===== src/hdl/io_map_pkg.sv =====
/*
 * I/O bus word, word-address and LED types
 * word addresses and status bit positions of the I/O page
 */
package io_map_pkg;

    typedef logic [31:0] bus_word_t;   // data word of the I/O bus
    typedef logic [3:0]  io_addr_t;    // word address inside the I/O page
    typedef logic [7:0]  led_t;        // LED pattern

    // read / write meaning of each word
    localparam io_addr_t IO_ADDR_MS        = 4'd0;  // millisecond count / --
    localparam io_addr_t IO_ADDR_LED       = 4'd1;  // -- / LED pattern
    localparam io_addr_t IO_ADDR_UART_DATA = 4'd2;  // rx data / tx data (start)
    localparam io_addr_t IO_ADDR_UART_STAT = 4'd3;  // status / dequeue

    // status word layout
    localparam int IO_STAT_RX_AVAIL = 0;  // receive FIFO not empty
    localparam int IO_STAT_TX_READY = 1;  // transmitter idle

endpackage


===== src/hdl/serial_pkg.sv =====
/*
 * UART payload type, frame bit counts and FSM state enums
 */
package serial_pkg;

    typedef logic [7:0] uart_byte_t;  // serial payload

    localparam int UART_DATA_BITS = 8;
    localparam int UART_BIT_IDX_W = $clog2(UART_DATA_BITS);  // data bit index width

    // literal names carry a prefix, both enums share this scope
    typedef enum logic [1:0] {TX_IDLE, TX_START, TX_DATA, TX_STOP} tx_state_t;
    typedef enum logic [1:0] {RX_IDLE, RX_START, RX_DATA, RX_STOP} rx_state_t;

endpackage


===== src/hdl/periph_if.sv =====
/*
 * UART transmit and receive FIFO signals between the register block
 * and the serial peripherals
 */
interface periph_if;

    logic       tx_start;    // one-cycle start strobe
    logic [7:0] tx_data;     // byte to send, valid with tx_start
    logic       tx_ready;    // transmitter idle
    logic       fifo_pop;    // dequeue strobe
    logic [7:0] fifo_data;   // head of the receive FIFO
    logic       fifo_empty;

    modport regs (
        output tx_start, tx_data, fifo_pop,
        input  tx_ready, fifo_data, fifo_empty
    );

    modport periph (
        input  tx_start, tx_data, fifo_pop,
        output tx_ready, fifo_data, fifo_empty
    );

endinterface


===== src/hdl/io_regs.sv =====
/*
 * I/O register block: address decode, read mux, LED register,
 * receive data register, transmit-start and dequeue strobes
 */
module io_regs import io_map_pkg::*, serial_pkg::*; (
    input  logic      clk_cpu,
    input  logic      rst_n,
    input  logic      io_rd_i,
    input  logic      io_wr_i,
    input  io_addr_t  io_addr_i,
    input  bus_word_t io_wdata_i,
    input  bus_word_t ms_count_i,
    output bus_word_t io_rdata_o,
    output led_t      led_o,
    periph_if.regs    periph
);

    logic       wr_led;
    logic       wr_tx;
    logic       wr_deq;
    uart_byte_t rx_data;   // last dequeued byte
    bus_word_t  status;

    assign wr_led = io_wr_i && (io_addr_i == IO_ADDR_LED);
    assign wr_tx  = io_wr_i && (io_addr_i == IO_ADDR_UART_DATA);
    assign wr_deq = io_wr_i && (io_addr_i == IO_ADDR_UART_STAT);

    always_ff @(posedge clk_cpu) begin
        if (!rst_n) begin
            led_o           <= '0;
            periph.tx_start <= 1'b0;
            periph.fifo_pop <= 1'b0;
            rx_data         <= '0;
        end else begin
            periph.tx_start <= wr_tx;
            periph.fifo_pop <= wr_deq && !periph.fifo_empty;  // pop only real data
            if (wr_led)
                led_o <= io_wdata_i[7:0];
            if (periph.fifo_pop)
                rx_data <= periph.fifo_data;  // head before the pointer moves
        end
    end

    // tx byte travels with the start strobe
    always_ff @(posedge clk_cpu) begin
        if (wr_tx)
            periph.tx_data <= io_wdata_i[7:0];
    end

    always_comb begin
        status                   = '0;
        status[IO_STAT_TX_READY] = periph.tx_ready;
        status[IO_STAT_RX_AVAIL] = !periph.fifo_empty;
    end

    // reads have no side effects, LED and unmapped words read 0
    always_comb begin
        case (io_addr_i)
            IO_ADDR_MS:        io_rdata_o = ms_count_i;
            IO_ADDR_UART_DATA: io_rdata_o = {24'd0, rx_data};
            IO_ADDR_UART_STAT: io_rdata_o = status;
            default:           io_rdata_o = '0;
        endcase
    end

    // single-master bus, never both strobes in one cycle
    a_rd_wr_excl: assert property (@(posedge clk_cpu) disable iff (!rst_n)
        !(io_rd_i && io_wr_i));

endmodule


===== src/hdl/ms_timer.sv =====
/*
 * millisecond timer: cycle prescaler and 32-bit millisecond counter
 */
module ms_timer import io_map_pkg::*; #(
    parameter int FREQ_HZ = 25_000_000
) (
    input  logic      clk_cpu,
    input  logic      rst_n,
    output bus_word_t ms_count_o
);

    localparam int CYCLES_PER_MS = FREQ_HZ / 1000;
    localparam int PRE_W         = $clog2(CYCLES_PER_MS);

    logic [PRE_W-1:0] prescale;
    logic             ms_tick;

    assign ms_tick = (prescale == PRE_W'(CYCLES_PER_MS - 1));

    always_ff @(posedge clk_cpu) begin
        if (!rst_n) begin
            prescale   <= '0;
            ms_count_o <= '0;
        end else begin
            prescale <= ms_tick ? '0 : prescale + 1'b1;  // wraps once per ms
            if (ms_tick)
                ms_count_o <= ms_count_o + 32'd1;
        end
    end

endmodule


===== src/hdl/uart_tx.sv =====
/*
 * UART transmitter: start bit, 8 data bits LSB first, one stop bit
 */
module uart_tx import serial_pkg::*; #(
    parameter int FREQ_HZ   = 25_000_000,
    parameter int BAUD_RATE = 115_200
) (
    input  logic     clk_cpu,
    input  logic     rst_n,
    periph_if.periph periph,
    output logic     tx_o
);

    localparam int CLKS_PER_BIT = FREQ_HZ / BAUD_RATE;
    localparam int CNT_W        = $clog2(CLKS_PER_BIT);

    tx_state_t                 state;
    logic [CNT_W-1:0]          clk_cnt;
    logic [UART_BIT_IDX_W-1:0] bit_idx;
    uart_byte_t                shift;
    logic                      bit_end;

    assign bit_end = (clk_cnt == CNT_W'(CLKS_PER_BIT - 1));
    // not ready in the strobe cycle either, the frame is already committed
    assign periph.tx_ready = (state == TX_IDLE) && !periph.tx_start;

    always_ff @(posedge clk_cpu) begin
        if (!rst_n) begin
            state   <= TX_IDLE;
            clk_cnt <= '0;
            bit_idx <= '0;
            tx_o    <= 1'b1;
        end else begin
            clk_cnt <= (state == TX_IDLE || bit_end) ? '0 : clk_cnt + 1'b1;
            case (state)
                TX_IDLE: begin
                    if (periph.tx_start) begin
                        state <= TX_START;
                        tx_o  <= 1'b0;  // start bit
                    end
                end
                TX_START: begin
                    if (bit_end) begin
                        state   <= TX_DATA;
                        bit_idx <= '0;
                        tx_o    <= shift[0];
                    end
                end
                TX_DATA: begin
                    if (bit_end) begin
                        if (bit_idx == UART_BIT_IDX_W'(UART_DATA_BITS - 1)) begin
                            state <= TX_STOP;
                            tx_o  <= 1'b1;  // stop bit
                        end else begin
                            bit_idx <= bit_idx + 1'b1;
                            tx_o    <= shift[0];
                        end
                    end
                end
                TX_STOP: begin
                    if (bit_end)
                        state <= TX_IDLE;
                end
                default: state <= TX_IDLE;
            endcase
        end
    end

    always_ff @(posedge clk_cpu) begin
        if (state == TX_IDLE && periph.tx_start)
            shift <= periph.tx_data;
        else if (bit_end && (state == TX_START || state == TX_DATA))
            shift <= shift >> 1;  // next bit into position 0
    end

    // software polls tx ready, a start during a frame would be lost
    a_no_start_busy: assert property (@(posedge clk_cpu) disable iff (!rst_n)
        periph.tx_start |-> state == TX_IDLE);

endmodule


===== src/hdl/uart_rx.sv =====
/*
 * UART receiver: two-flop input synchronizer, mid-bit sampling,
 * one-cycle push of each frame with a valid stop bit
 */
module uart_rx import serial_pkg::*; #(
    parameter int FREQ_HZ   = 25_000_000,
    parameter int BAUD_RATE = 115_200
) (
    input  logic       clk_cpu,
    input  logic       rst_n,
    input  logic       rx_i,
    output logic       push_o,
    output uart_byte_t push_data_o
);

    localparam int CLKS_PER_BIT = FREQ_HZ / BAUD_RATE;
    localparam int CNT_W        = $clog2(CLKS_PER_BIT);

    rx_state_t                 state;
    logic                      rx_meta;
    logic                      rx_sync;
    logic [CNT_W-1:0]          clk_cnt;
    logic [UART_BIT_IDX_W-1:0] bit_idx;
    uart_byte_t                shift;
    logic                      bit_end;
    logic                      half_end;

    assign bit_end     = (clk_cnt == CNT_W'(CLKS_PER_BIT - 1));
    assign half_end    = (clk_cnt == CNT_W'(CLKS_PER_BIT / 2 - 1));
    assign push_data_o = shift;

    always_ff @(posedge clk_cpu) begin
        if (!rst_n) begin
            rx_meta <= 1'b1;  // line idles high
            rx_sync <= 1'b1;
            state   <= RX_IDLE;
            clk_cnt <= '0;
            bit_idx <= '0;
            push_o  <= 1'b0;
        end else begin
            rx_meta <= rx_i;
            rx_sync <= rx_meta;
            push_o  <= 1'b0;
            clk_cnt <= clk_cnt + 1'b1;
            case (state)
                RX_IDLE: begin
                    clk_cnt <= '0;
                    if (!rx_sync)
                        state <= RX_START;
                end
                RX_START: begin
                    if (half_end) begin  // centre of the start bit
                        clk_cnt <= '0;
                        bit_idx <= '0;
                        state   <= rx_sync ? RX_IDLE : RX_DATA;  // glitch goes back
                    end
                end
                RX_DATA: begin
                    if (bit_end) begin
                        clk_cnt <= '0;
                        if (bit_idx == UART_BIT_IDX_W'(UART_DATA_BITS - 1))
                            state <= RX_STOP;
                        else
                            bit_idx <= bit_idx + 1'b1;
                    end
                end
                RX_STOP: begin
                    if (bit_end) begin
                        push_o <= rx_sync;  // framing error drops the byte
                        state  <= RX_IDLE;
                    end
                end
                default: state <= RX_IDLE;
            endcase
        end
    end

    always_ff @(posedge clk_cpu) begin
        if (state == RX_DATA && bit_end)
            shift <= {rx_sync, shift[UART_DATA_BITS-1:1]};  // LSB arrives first
    end

endmodule


===== src/hdl/rx_fifo.sv =====
/*
 * receive FIFO: circular buffer of received bytes, full pushes dropped
 */
module rx_fifo import serial_pkg::*; #(
    parameter int FIFO_DEPTH = 16
) (
    input  logic       clk_cpu,
    input  logic       rst_n,
    input  logic       push_i,
    input  uart_byte_t push_data_i,
    periph_if.periph   periph
);

    localparam int PTR_W = $clog2(FIFO_DEPTH);
    localparam int CNT_W = PTR_W + 1;

    uart_byte_t       mem [FIFO_DEPTH];
    logic [PTR_W-1:0] wr_ptr;
    logic [PTR_W-1:0] rd_ptr;
    logic [CNT_W-1:0] count;
    logic             do_push;
    logic             do_pop;

    assign do_push           = push_i && (count != CNT_W'(FIFO_DEPTH));
    assign do_pop            = periph.fifo_pop && (count != '0);
    assign periph.fifo_empty = (count == '0);
    assign periph.fifo_data  = mem[rd_ptr];

    always_ff @(posedge clk_cpu) begin
        if (!rst_n) begin
            wr_ptr <= '0;
            rd_ptr <= '0;
            count  <= '0;
        end else begin
            if (do_push)
                wr_ptr <= wr_ptr + 1'b1;  // power-of-two depth wraps
            if (do_pop)
                rd_ptr <= rd_ptr + 1'b1;
            if (do_push && !do_pop)
                count <= count + 1'b1;
            else if (do_pop && !do_push)
                count <= count - 1'b1;
        end
    end

    always_ff @(posedge clk_cpu) begin
        if (do_push)
            mem[wr_ptr] <= push_data_i;
    end

    a_no_pop_empty: assert property (@(posedge clk_cpu) disable iff (!rst_n)
        !(periph.fifo_pop && periph.fifo_empty));

endmodule


===== src/hdl/io_top.sv =====
/*
 * memory-mapped I/O block: register block beside the millisecond timer,
 * UART transmitter, UART receiver and receive FIFO
 */
module io_top import io_map_pkg::*, serial_pkg::*; #(
    parameter int FREQ_HZ    = 25_000_000,
    parameter int BAUD_RATE  = 115_200,
    parameter int FIFO_DEPTH = 16          // power of two
) (
    input  logic      clk_cpu,
    input  logic      rst_n,
    input  logic      io_rd_i,
    input  logic      io_wr_i,
    input  io_addr_t  io_addr_i,
    input  bus_word_t io_wdata_i,
    output bus_word_t io_rdata_o,
    output led_t      led_o,
    input  logic      rx_i,
    output logic      tx_o
);

    periph_if   periph ();
    bus_word_t  ms_count;
    logic       rx_push;
    uart_byte_t rx_push_data;

    io_regs i_regs (
        .clk_cpu    (clk_cpu),
        .rst_n      (rst_n),
        .io_rd_i    (io_rd_i),
        .io_wr_i    (io_wr_i),
        .io_addr_i  (io_addr_i),
        .io_wdata_i (io_wdata_i),
        .ms_count_i (ms_count),
        .io_rdata_o (io_rdata_o),
        .led_o      (led_o),
        .periph     (periph)
    );

    ms_timer #(.FREQ_HZ(FREQ_HZ)) i_ms_timer (
        .clk_cpu    (clk_cpu),
        .rst_n      (rst_n),
        .ms_count_o (ms_count)
    );

    uart_tx #(.FREQ_HZ(FREQ_HZ), .BAUD_RATE(BAUD_RATE)) i_uart_tx (
        .clk_cpu (clk_cpu),
        .rst_n   (rst_n),
        .periph  (periph),
        .tx_o    (tx_o)
    );

    uart_rx #(.FREQ_HZ(FREQ_HZ), .BAUD_RATE(BAUD_RATE)) i_uart_rx (
        .clk_cpu     (clk_cpu),
        .rst_n       (rst_n),
        .rx_i        (rx_i),
        .push_o      (rx_push),
        .push_data_o (rx_push_data)
    );

    rx_fifo #(.FIFO_DEPTH(FIFO_DEPTH)) i_rx_fifo (
        .clk_cpu     (clk_cpu),
        .rst_n       (rst_n),
        .push_i      (rx_push),
        .push_data_i (rx_push_data),
        .periph      (periph)
    );

endmodule


===== config.mk =====
export PLATFORM = sky130hd
export DESIGN_NAME = io_top
export DESIGN_NICKNAME = d
export VERILOG_FILES = /design/src/hdl/io_map_pkg.sv /design/src/hdl/serial_pkg.sv /design/src/hdl/periph_if.sv /design/src/hdl/io_regs.sv /design/src/hdl/ms_timer.sv /design/src/hdl/uart_tx.sv /design/src/hdl/uart_rx.sv /design/src/hdl/rx_fifo.sv /design/src/hdl/io_top.sv
export SDC_FILE = /design/constraint.sdc
export NUM_CORES = 1
export LEC_CHECK = 0
export BUFFER_PORTS_ARGS = -buffer_cell sky130_fd_sc_hd__buf_4
export CORE_ASPECT_RATIO = 0.8
export CORE_UTILIZATION = 53
export DETAILED_ROUTE_END_ITERATION = 10
export PLACE_DENSITY = 0.79
export SLEW_MARGIN = 20
export SYNTH_ARGS = -nofsm -noshare
export SYNTH_HDL_FRONTEND = slang
export SYNTH_SLANG_ARGS = --single-unit

===== constraint.sdc =====
create_clock -name clk_cpu -period 3 [get_ports clk_cpu]
set_input_delay 0.9 -clock clk_cpu [delete_from_list [all_inputs] [get_ports clk_cpu]]
set_output_delay 0.9 -clock clk_cpu [all_outputs]
set_load 0.005 [all_outputs]

=== Word level (Yosys, flattened, before mapping) ===
Memories as Yosys holds them, arrays and structs flattened. A register that Yosys moved wholly into a read port is not among the register bits.
Cells that the tools add are included.

* Register bits after elaboration: 124
* Bits in writable memories: 128
* Input bits: 41
* Output and inout port bits: 41
* Memories kept: 1

{| class="wikitable"
|+ Memory list
! name !! depth !! width !! rd ports !! clocked after Yosys merged registers in !! write ports !! line !! source
|-
| i_rx_fifo.mem || 16 || 8 || 1 || 1 || 1 || rx_fifo.sv:17 || <nowiki>uart_byte_t mem [FIFO_DEPTH];</nowiki>
|}

* $add $sub $neg: 10
* Equality and inequality tests: 28
* Muxes and demuxes: 36
* Bitwise operators: 1
* Reductions and logical operators: 37

{| class="wikitable"
|+ Operators with widths
! cell !! number
|-
| case mux 32 bit (3 select lines) || 1
|-
| adder 32 x 1 -> 32 bit (second input constant) || 1
|-
| 2-to-1 mux 8 bit || 4
|-
| case mux 8 bit (3 select lines) || 1
|-
| 2-to-1 mux 2 bit || 11
|-
| 2-to-1 mux 3 bit || 6
|-
| adder 8 x 1 -> 8 bit (second input constant) || 2
|-
| equality test 8 bit (second input constant) || 2
|-
| inequality test 2 x 1 -> 1 bit (second input constant) || 8
|-
| case mux 2 bit (4 select lines) || 2
|-
| adder 15 x 1 -> 15 bit (second input constant) || 1
|-
| equality test 15 bit (second input constant) || 1
|-
| logical AND 1 bit || 12
|-
| case mux 3 bit (2 select lines) || 2
|-
| AND reduction 4 bit || 3
|-
| 2-to-1 mux 5 bit || 2
|-
| AND reduction 5 bit || 2
|-
| adder 4 x 1 -> 4 bit (second input constant) || 2
|-
| equality test 2 bit (second input constant) || 4
|-
| equality test 4 x 2 -> 1 bit (second input constant) || 2
|-
| equality test 8 x 7 -> 1 bit (second input constant) || 1
|-
| inequality test 2 bit (second input constant) || 4
|-
| nonzero test 2 bit || 4
|-
| adder 3 x 1 -> 3 bit (second input constant) || 2
|-
| 18 further kinds || 32
|}

=== Depth between registers and ports, before layout ===
Gate-level depths: netlist of the first run.

* Word-level depth: 6
* Gate-level depth with buffers: 11

=== Worst setup path after synthesis of the first run ===
OpenSTA, ideal clock, no wires.

* Path kind: register to register
* Start point: register i_rx_fifo.count[0]
* End point: register i_rx_fifo.count[4]
* Arrival: 2.788 ns
* Required time: 2.928 ns
* Slack: 0.141 ns
* Cell stages (with the launch flop): 11
* Clock period less this slack: 2.859 ns
* Cells stage by stage: dfxtp_1 or4_1 clkbuf_1 o21ai_0 ha_1 inv_1 fa_1 a21o_1 a21oi_1 mux2i_1 mux2i_1

* Word-level cells in the longest chain between the ends: 5
* Elaborated cells between the ends (all ways): 13
* Classes of those cells: add/sub: 2; eq/ne: 1; mux: 2; reduce/logical: 8

{| class="wikitable"
|+ RTL lines
! item !! line !! source
|-
| from (decl) || rx_fifo.sv:20 || <nowiki>logic [CNT_W-1:0] count;</nowiki>
|-
| from (signal assigned) || rx_fifo.sv:40 || <nowiki>count <= count + 1'b1;</nowiki>
|-
| from (signal assigned) || rx_fifo.sv:42 || <nowiki>count <= count - 1'b1;</nowiki>
|-
| branches (longest 5 deep; another with subtractor 5 x 1 -> 5 bit) || -- ||
|}

Parallel ways; which one is timed is not known. The select of a mux whose other input is x is not followed.
A chain may end at the register's enable or synchronous reset.

=== Final worst setup path of the first run ===
* Start point: register i_rx_fifo.count[3]
* End point: output port io_rdata_o[0]

* Word-level cells in the longest chain between the ends: 3

{| class="wikitable"
|+ RTL lines
! item !! line !! source
|-
| zero test 5 bit || rx_fifo.sv:26 || <nowiki>assign periph.fifo_empty = (count == '0);</nowiki>
|-
| zero test 1 bit || io_regs.sv:53 || <nowiki>status[IO_STAT_RX_AVAIL] = !periph.fifo_empty;</nowiki>
|-
| case mux 32 bit (3 select lines) || io_regs.sv:58 || <nowiki>case (io_addr_i)</nowiki>
|-
| to (decl) || io_top.sv:16 || <nowiki>output bus_word_t io_rdata_o,</nowiki>
|}

Every way passes these cells.

==> results.toml, run 1 <==
[status]
outcome = "finished, final reports clean"

[cts]
cts.htree.levels = 1
hold_buffers = 0
cts_sinks = 260
clockRootBuffer = "clkbuf_16"
cts_buffer_depth = 3
clk_pin_slew_ns = 0.06
cts_tree = "yes"
worst_skew_pair.late_latency_ns = 0.52
numCtsBuffers = 25

[placed_design]
place_hpwl_um = 15160
port_buffers = 56
gp_congestion = 0.8310
postPlaceCellArea_mm2 = 0.01205
preCtsSetupSlack_ns = 0.09455

[timing]
fmax_ghz = 0.3419
whs_ns = 0.4075
relSlewSlack_pct = 42.46
hold_violations = 0
fin_setup_tns_ns = 0
rsz0062_at_grt = "no"
setup_slack_ns = 0.07487
fin_skew_ns = 0.01660
setup_viol = 0
tightestPinTransition_ns = 0.8600
fin_crit_ns = 2.925
fin_crit_sh_pct = 97.50
report.final.slew_viol_count = 0

[critical_path]
r2r_slack_ns = 0.14
timing.rr.end = "i_rx_fifo.count[4]$_SDFFE_PN0P_"
critical_path_class = "register to output pin"
slowest_stage = "or4_4"
arrival_ns = 2.03
critPathMaxStageDelay_ns = 0.54
crit_required_ns = 2.10
crit_path_max_fanout = 3
r2r-start = "i_rx_fifo.count[3]$_SDFFE_PN0P_"
crit_family = "simple AND/OR/NAND/NOR gates"
end_kind = "output pin"
critPathLaunchType = "register"
path_cells = "or4_4, buf_6, nor2_4, o22ai_1, and2_1, buf_4"
ff2ff_path_depth = 10
critical_path_buf_inv_count = 2

[global_route]
grt_use_total_pct = 21.41
grt_pass1_wl_um = 36830
antenna_found_initial = 0
grt_max_degree = 58
grt_remaining_overflow = 0
grt_pass1_vias = 7116

[synthesis]
synth_cell_types = 57
postSynthCellCount = 915
ys_seq_area_share_pct = 59.59
ys.flop_type = "edfxtp_1"
ys_warn_count = 0
async_flop_share_pct = 0
syn_avg_cell_area_um2 = 12.34
syn_nets = 980
ys_ff_latch = 260
synth_edf_count = 152
syn_area_mm2 = 0.01129

[min_path]
min_path_cells = 1
hold_path_end = "i_uart_rx.rx_sync$_SDFF_PN1_"
hold_path.class = "register to register"
min_from = "i_uart_rx.rx_meta$_SDFF_PN1_"

[finish]
multiInputGateArea_mm2 = 0.004319
fin_area_mm2 = 0.01289
fill_cells = 1594
mostFrequentLayoutCells = "edfxtp_1, dfxtp_1, nor2_1, buf_4, nand2_1"
insertedDiodeCount = 0
final_common_cell = "edfxtp_1"
seq_area_mm2 = 0.006736
finalNetCount = 1037
syn2layout_area_growth_pct = 14.19
drive_above_1_share_pct = 19.49

[floorplan]
core_mm2 = 0.02076
initial_core_util_pct = 54.38
rows = 47
die-width_um = 165.2
die_area_mm2 = 0.02189
io_pins = 82
die_h_um = 132.5

[drt]
detail-route-antenna-nets = 0
vias_per_cell = 5.851
drc = 0
first_pass_iters = 5
wire_per_inst_um = 18.45
drt_iter0_drc = 662
wirelength_um = 23230
vias = 7367

[pwr]
finalPower_w = 0.007047
p_per_area_mw_per_mm2 = 546.7
p_leak_nw = 4.391
vdd_ir_drop_max_uv = 481.5

[flow_run]
maxCapViolCount = 0
-- power by group --
group	internal [W]	switching [W]	total [W]
logic	0.000108	0.000159	0.000267
clock network	0.00164	0.00136	0.00300
registers	0.00376	0.0000266	0.00378
total	0.00550	0.00155	0.00705
-- worst register-to-register path, cell delays in order, from the launching register on --
cell and delay, ns:
dfxtp_2 0.34, or4_4 0.54, buf_4 0.17, o21ai_1 0.17
ha_1 0.19, inv_1 0.11, fa_1 0.42, a21o_1 0.19
a21oi_1 0.18, mux2i_1 0.27, mux2i_1 0.22
-- area by class of cell --
class / instances / share of cell area (%)
sequential: 260 / 52.26
inverter: 23 / 0.6698
tap: 269 / 2.611
timing repair buffer: 79 / 4.921
clock buffer: 28 / 4.941
multi-input combinational: 583 / 33.51
clock inverter: 17 / 1.087
-- cells in the mapped netlist (9+ instances only) --
cell type	number	area [um^2]
a21oi_1	15	75.07
a221o_1	9	90.09
and2_1	29	181.4
and3_1	9	56.30
buf_1	10	37.54
clkbuf_1	36	135.1
dfxtp_1	108	2162
edfxtp_1	152	4564
ha_1	23	287.8
inv_1	23	86.33
mux2_2	47	529.3
mux2i_1	35	350.3
mux4_2	16	360.4
nand2_1	53	198.9
nand2b_1	31	193.9
nand3_1	33	165.2
nor2_1	84	315.3
nor3_1	21	105.1
nor4_1	20	125.1
o21ai_0	9	45.04
o22ai_1	18	112.6
o311ai_0	9	78.83
o41ai_1	9	78.83
xnor2_1	17	148.9
xor2_1	16	140.1
-- how the worst max path moves through the flow --
stage	startpoint	end	slack, ns	cells past startpoint
2_1_floorplan	i_rx_fifo.count[0]$_SDFFE_PN0P_	i_rx_fifo.count[4]$_SDFFE_PN0P_	0.14	10
3_3_place_gp	io_addr_i[0]	io_rdata_o[5]	0.09	5
3_5_place_dp	i_rx_fifo.count[0]$_SDFFE_PN0P_	i_rx_fifo.count[4]$_SDFFE_PN0P_	0.09	9
4_1_cts	i_rx_fifo.count[1]$_SDFFE_PN0P_	io_rdata_o[0]	0.02	6
5_1_grt	i_rx_fifo.count[0]$_SDFFE_PN0P_	io_rdata_o[0]	0.009	6
6_report	i_rx_fifo.count[3]$_SDFFE_PN0P_	io_rdata_o[0]	0.07	6
-- layer usage --
| metal | vias up | GRT usage, % | routed length (um) |
|---|---|---|---|
| met5 | - | 0 | 0 |
| met4 | 0 | 5.505 | 473 |
| met3 | 47 | 3.260 | 1262 |
| met2 | 206 | 34.31 | 10940 |
| met1 | 3593 | 30.40 | 10550 |
| li1 | 3521 | - | - |
-- registers in the layout, summed over array words and instances, names as in the netlist, 2 cells and up, named ones only --
register / cells
i_uart_tx.shift: 8
i_regs.led_o: 8
i_ms_timer.ms_count_o: 32
i_uart_tx.bit_idx: 3
i_uart_tx.state: 2
i_rx_fifo.rd_ptr: 4
i_uart_rx.clk_cnt: 8
i_regs.rx_data: 8
i_uart_rx.bit_idx: 3
i_uart_tx.clk_cnt: 8
i_ms_timer.prescale: 15
i_rx_fifo.wr_ptr: 4
i_rx_fifo.count: 5
i_uart_rx.push_data_o: 8
i_rx_fifo.mem: 128
i_regs.periph.tx_data: 8
-- per-stage QoR --
stage          utilization (%)  cells
2_1_floorplan                -    915
3_3_place_gp             58.00   1210
3_5_place_dp             58.04   1210
4_1_cts                  61.90   1256
5_1_grt                  62.09   1259
6_report                 62.09   1259
-- kinds of logic (layout without fill, tap and decap cells) --
group                    after synthesis  in the layout  share of synthesized area [%]
flip-flops                           260            260                          59.59
AND/OR/NAND/NOR                      330            330                          15.32
multiplexers                          98             98                          10.98
AO/OA/AOI/OAI                         98             98                          6.340
adder cells (fa/ha/maj)               24             24                          2.727
XOR/XNOR                              33             33                          2.560
buffers and inverters                 72            147                          2.483
-- repair_timing --
action,in CTS,in global routing
buffers inserted,1,3
setup endpoints to repair,2,3
gates resized for setup,6,7
pin swaps,1,3
Note: power is estimated with default switching activity, not from simulation.
==> inputs of run 2 (changes only) <==
Settings changed: CORE_UTILIZATION 53 to 50, CTS_CLUSTER_SIZE set to 40, PLACE_DENSITY 0.79 to 0.76.
==> run 2 against run 1 <==
Net effect: die area is 5.9% higher; critical path depth stayed put; sequential share of layout area decreased by 0.37 points; final area is 0.62% higher; core utilization down 2.8 points; clock skew is 0.0094 ns lower; non-clock buffer count stayed put; routed wire length shrank 2.4%; first-iteration DRC count fell by 14%; largest cell class unchanged; largest power group unchanged; highest routed layer unchanged.
==> results.toml, run 2 (synthesis results as in run 1) <==
[floorplan]
die_h_um = 136.4
io_pins = 82
core_mm2 = 0.02186
rows = 48
die-width_um = 170.0
initial_core_util_pct = 51.64
die_area_mm2 = 0.02318

[global_route]
grt_pass1_vias = 6837
grt_remaining_overflow = 0
grt_max_degree = 58
grt_pass1_wl_um = 35850
grt_use_total_pct = 19.76
antenna_found_initial = 0

[finish]
regMostFlops = "i_rx_fifo.mem"
finalNonFillerCells = 1289
final_common_cell = "edfxtp_1"
finalNetCount = 1036
top_regs = "i_rx_fifo.mem x128, i_ms_timer.ms_count_o x32, i_ms_timer.prescale x15"
insertedDiodeCount = 0
syn2layout_area_growth_pct = 14.90
fin_area_mm2 = 0.01297
mostFrequentLayoutCells = "edfxtp_1, dfxtp_1, nor2_1, buf_4, nand2_1"
largest_register_ffs = 128
drive_above_1_share_pct = 19.62

[timing]
whs_ns = 0.4193
tightestPinTransition_ns = 0.7852
hold_violations = 0
report.final.slew_viol_count = 0
fin_setup_tns_ns = 0
rsz0062_at_grt = "yes"
fin_skew_ns = 0.007198
relSlewSlack_pct = 47.46
fin_crit_ns = 2.986
fmax_ghz = 0.3348
setup_slack_ns = 0.01351
setup_viol = 0
fin_crit_sh_pct = 99.55

[drt]
detail-route-antenna-nets = 0
wirelength_um = 22680
vias_per_cell = 5.654
drt_iter0_drc = 572
first_pass_iters = 5
vias = 7288
drc = 0
wire_per_inst_um = 17.59

[cts]
numCtsBuffers = 24
clk_pin_slew_ns = 0.07
cts.htree.levels = 1
postCtsSetupBuffers = 0
cts_sinks = 260
clockRootBuffer = "clkbuf_16"
cts_tree = "yes"
cts_buffer_depth = 3
worst_skew_pair.late_latency_ns = 0.51

[placed_design]
gp_congestion = 0.8162
preCtsSetupSlack_ns = 0.03755
placed_cells = 1245
postPlaceCellArea_mm2 = 0.01211
port_buffers = 56
place_hpwl_um = 14810

[min_path]
hold_path.class = "register to register"

[pwr]
vdd_ir_drop_max_uv = 418.2
p_per_area_mw_per_mm2 = 560.1
p_leak_nw = 4.425

[critical_path]
crit_path_max_fanout = 4
crit_required_ns = 2.10
critPathLaunchType = "register"
critical_path_class = "register to output pin"
end_kind = "output pin"
arrival_ns = 2.09

[flow_run]
maxCapViolCount = 0

[status]
outcome = "finished, final reports clean"
==> run 2: cell count changes in the layout (fill, tap and decap cells not counted), moves of 2 or more <==
| cell | delta |
|---|---|
| bufinv_16 | +3 |
| clkinv_1 | -5 |
| clkinv_2 | +4 |
| dfxtp_4 | -2 |
==> run 2: cell type report <==
cell class / instances / area [um^2]
fillers: 1738 / 8891
flip-flops and latches: 260 / 6730
multi-input cells: 583 / 4307
clock buffers: 29 / 650.6
repair buffers: 79 / 630.6
well taps: 300 / 375.4
clock inverters: 15 / 190.2
inverters: 23 / 86.33
==> run 2: final timing paths <==
path	from	to	depth (start not counted)	slack, ns
max	i_rx_fifo.count[0]$_SDFFE_PN0P_	io_rdata_o[0]	6	0.01
min	i_uart_rx.rx_meta$_SDFF_PN1_	i_uart_rx.rx_sync$_SDFF_PN1_	1	0.42
max reg2reg	i_rx_fifo.count[0]$_SDFFE_PN0P_	i_rx_fifo.count[4]$_SDFFE_PN0P_	9	0.21
min reg2reg	i_uart_rx.rx_meta$_SDFF_PN1_	i_uart_rx.rx_sync$_SDFF_PN1_	1	0.42
==> run 2: what timing repair did <==
action	CTS	global route
hold buffers	0	0
hold endpoints to repair	0	0
endpoints found under the setup margin	2	8
resized for setup	4	2
==> run 2: worst max-delay path, stage by stage (launching register included) <==
cell	delay, ns
dfxtp_2	0.34
or4_4	0.57
buf_4	0.17
nor2_2	0.10
o22ai_1	0.10
and2_1	0.17
buf_4	0.13
==> run 2: per-stage QoR <==
step / util (%) / total power, W
detailed placement: 55.41 / 0.004113
CTS: 59.30 / 0.007312
global route: 59.33 / 0.007494
floorplan: - / 0.004032
finish: 59.33 / 0.007264
global placement: 55.39 / 0.004104
==> run 2: routing by layer <==
metal | vias up | track usage [%] | routed length, um
met5 | - | 0 | 0
met2 | 195 | 32.51 | 10580
met1 | 3533 | 27.49 | 10420
met3 | 37 | 3.144 | 1251
met4 | 0 | 4.655 | 418
li1 | 3523 | - | -
==> run 2: where the power goes <==
part           internal (W)  total, W  switching [W]
registers           0.00376   0.00379      0.0000274
logic              0.000103  0.000259       0.000156
clock network       0.00190   0.00322        0.00132
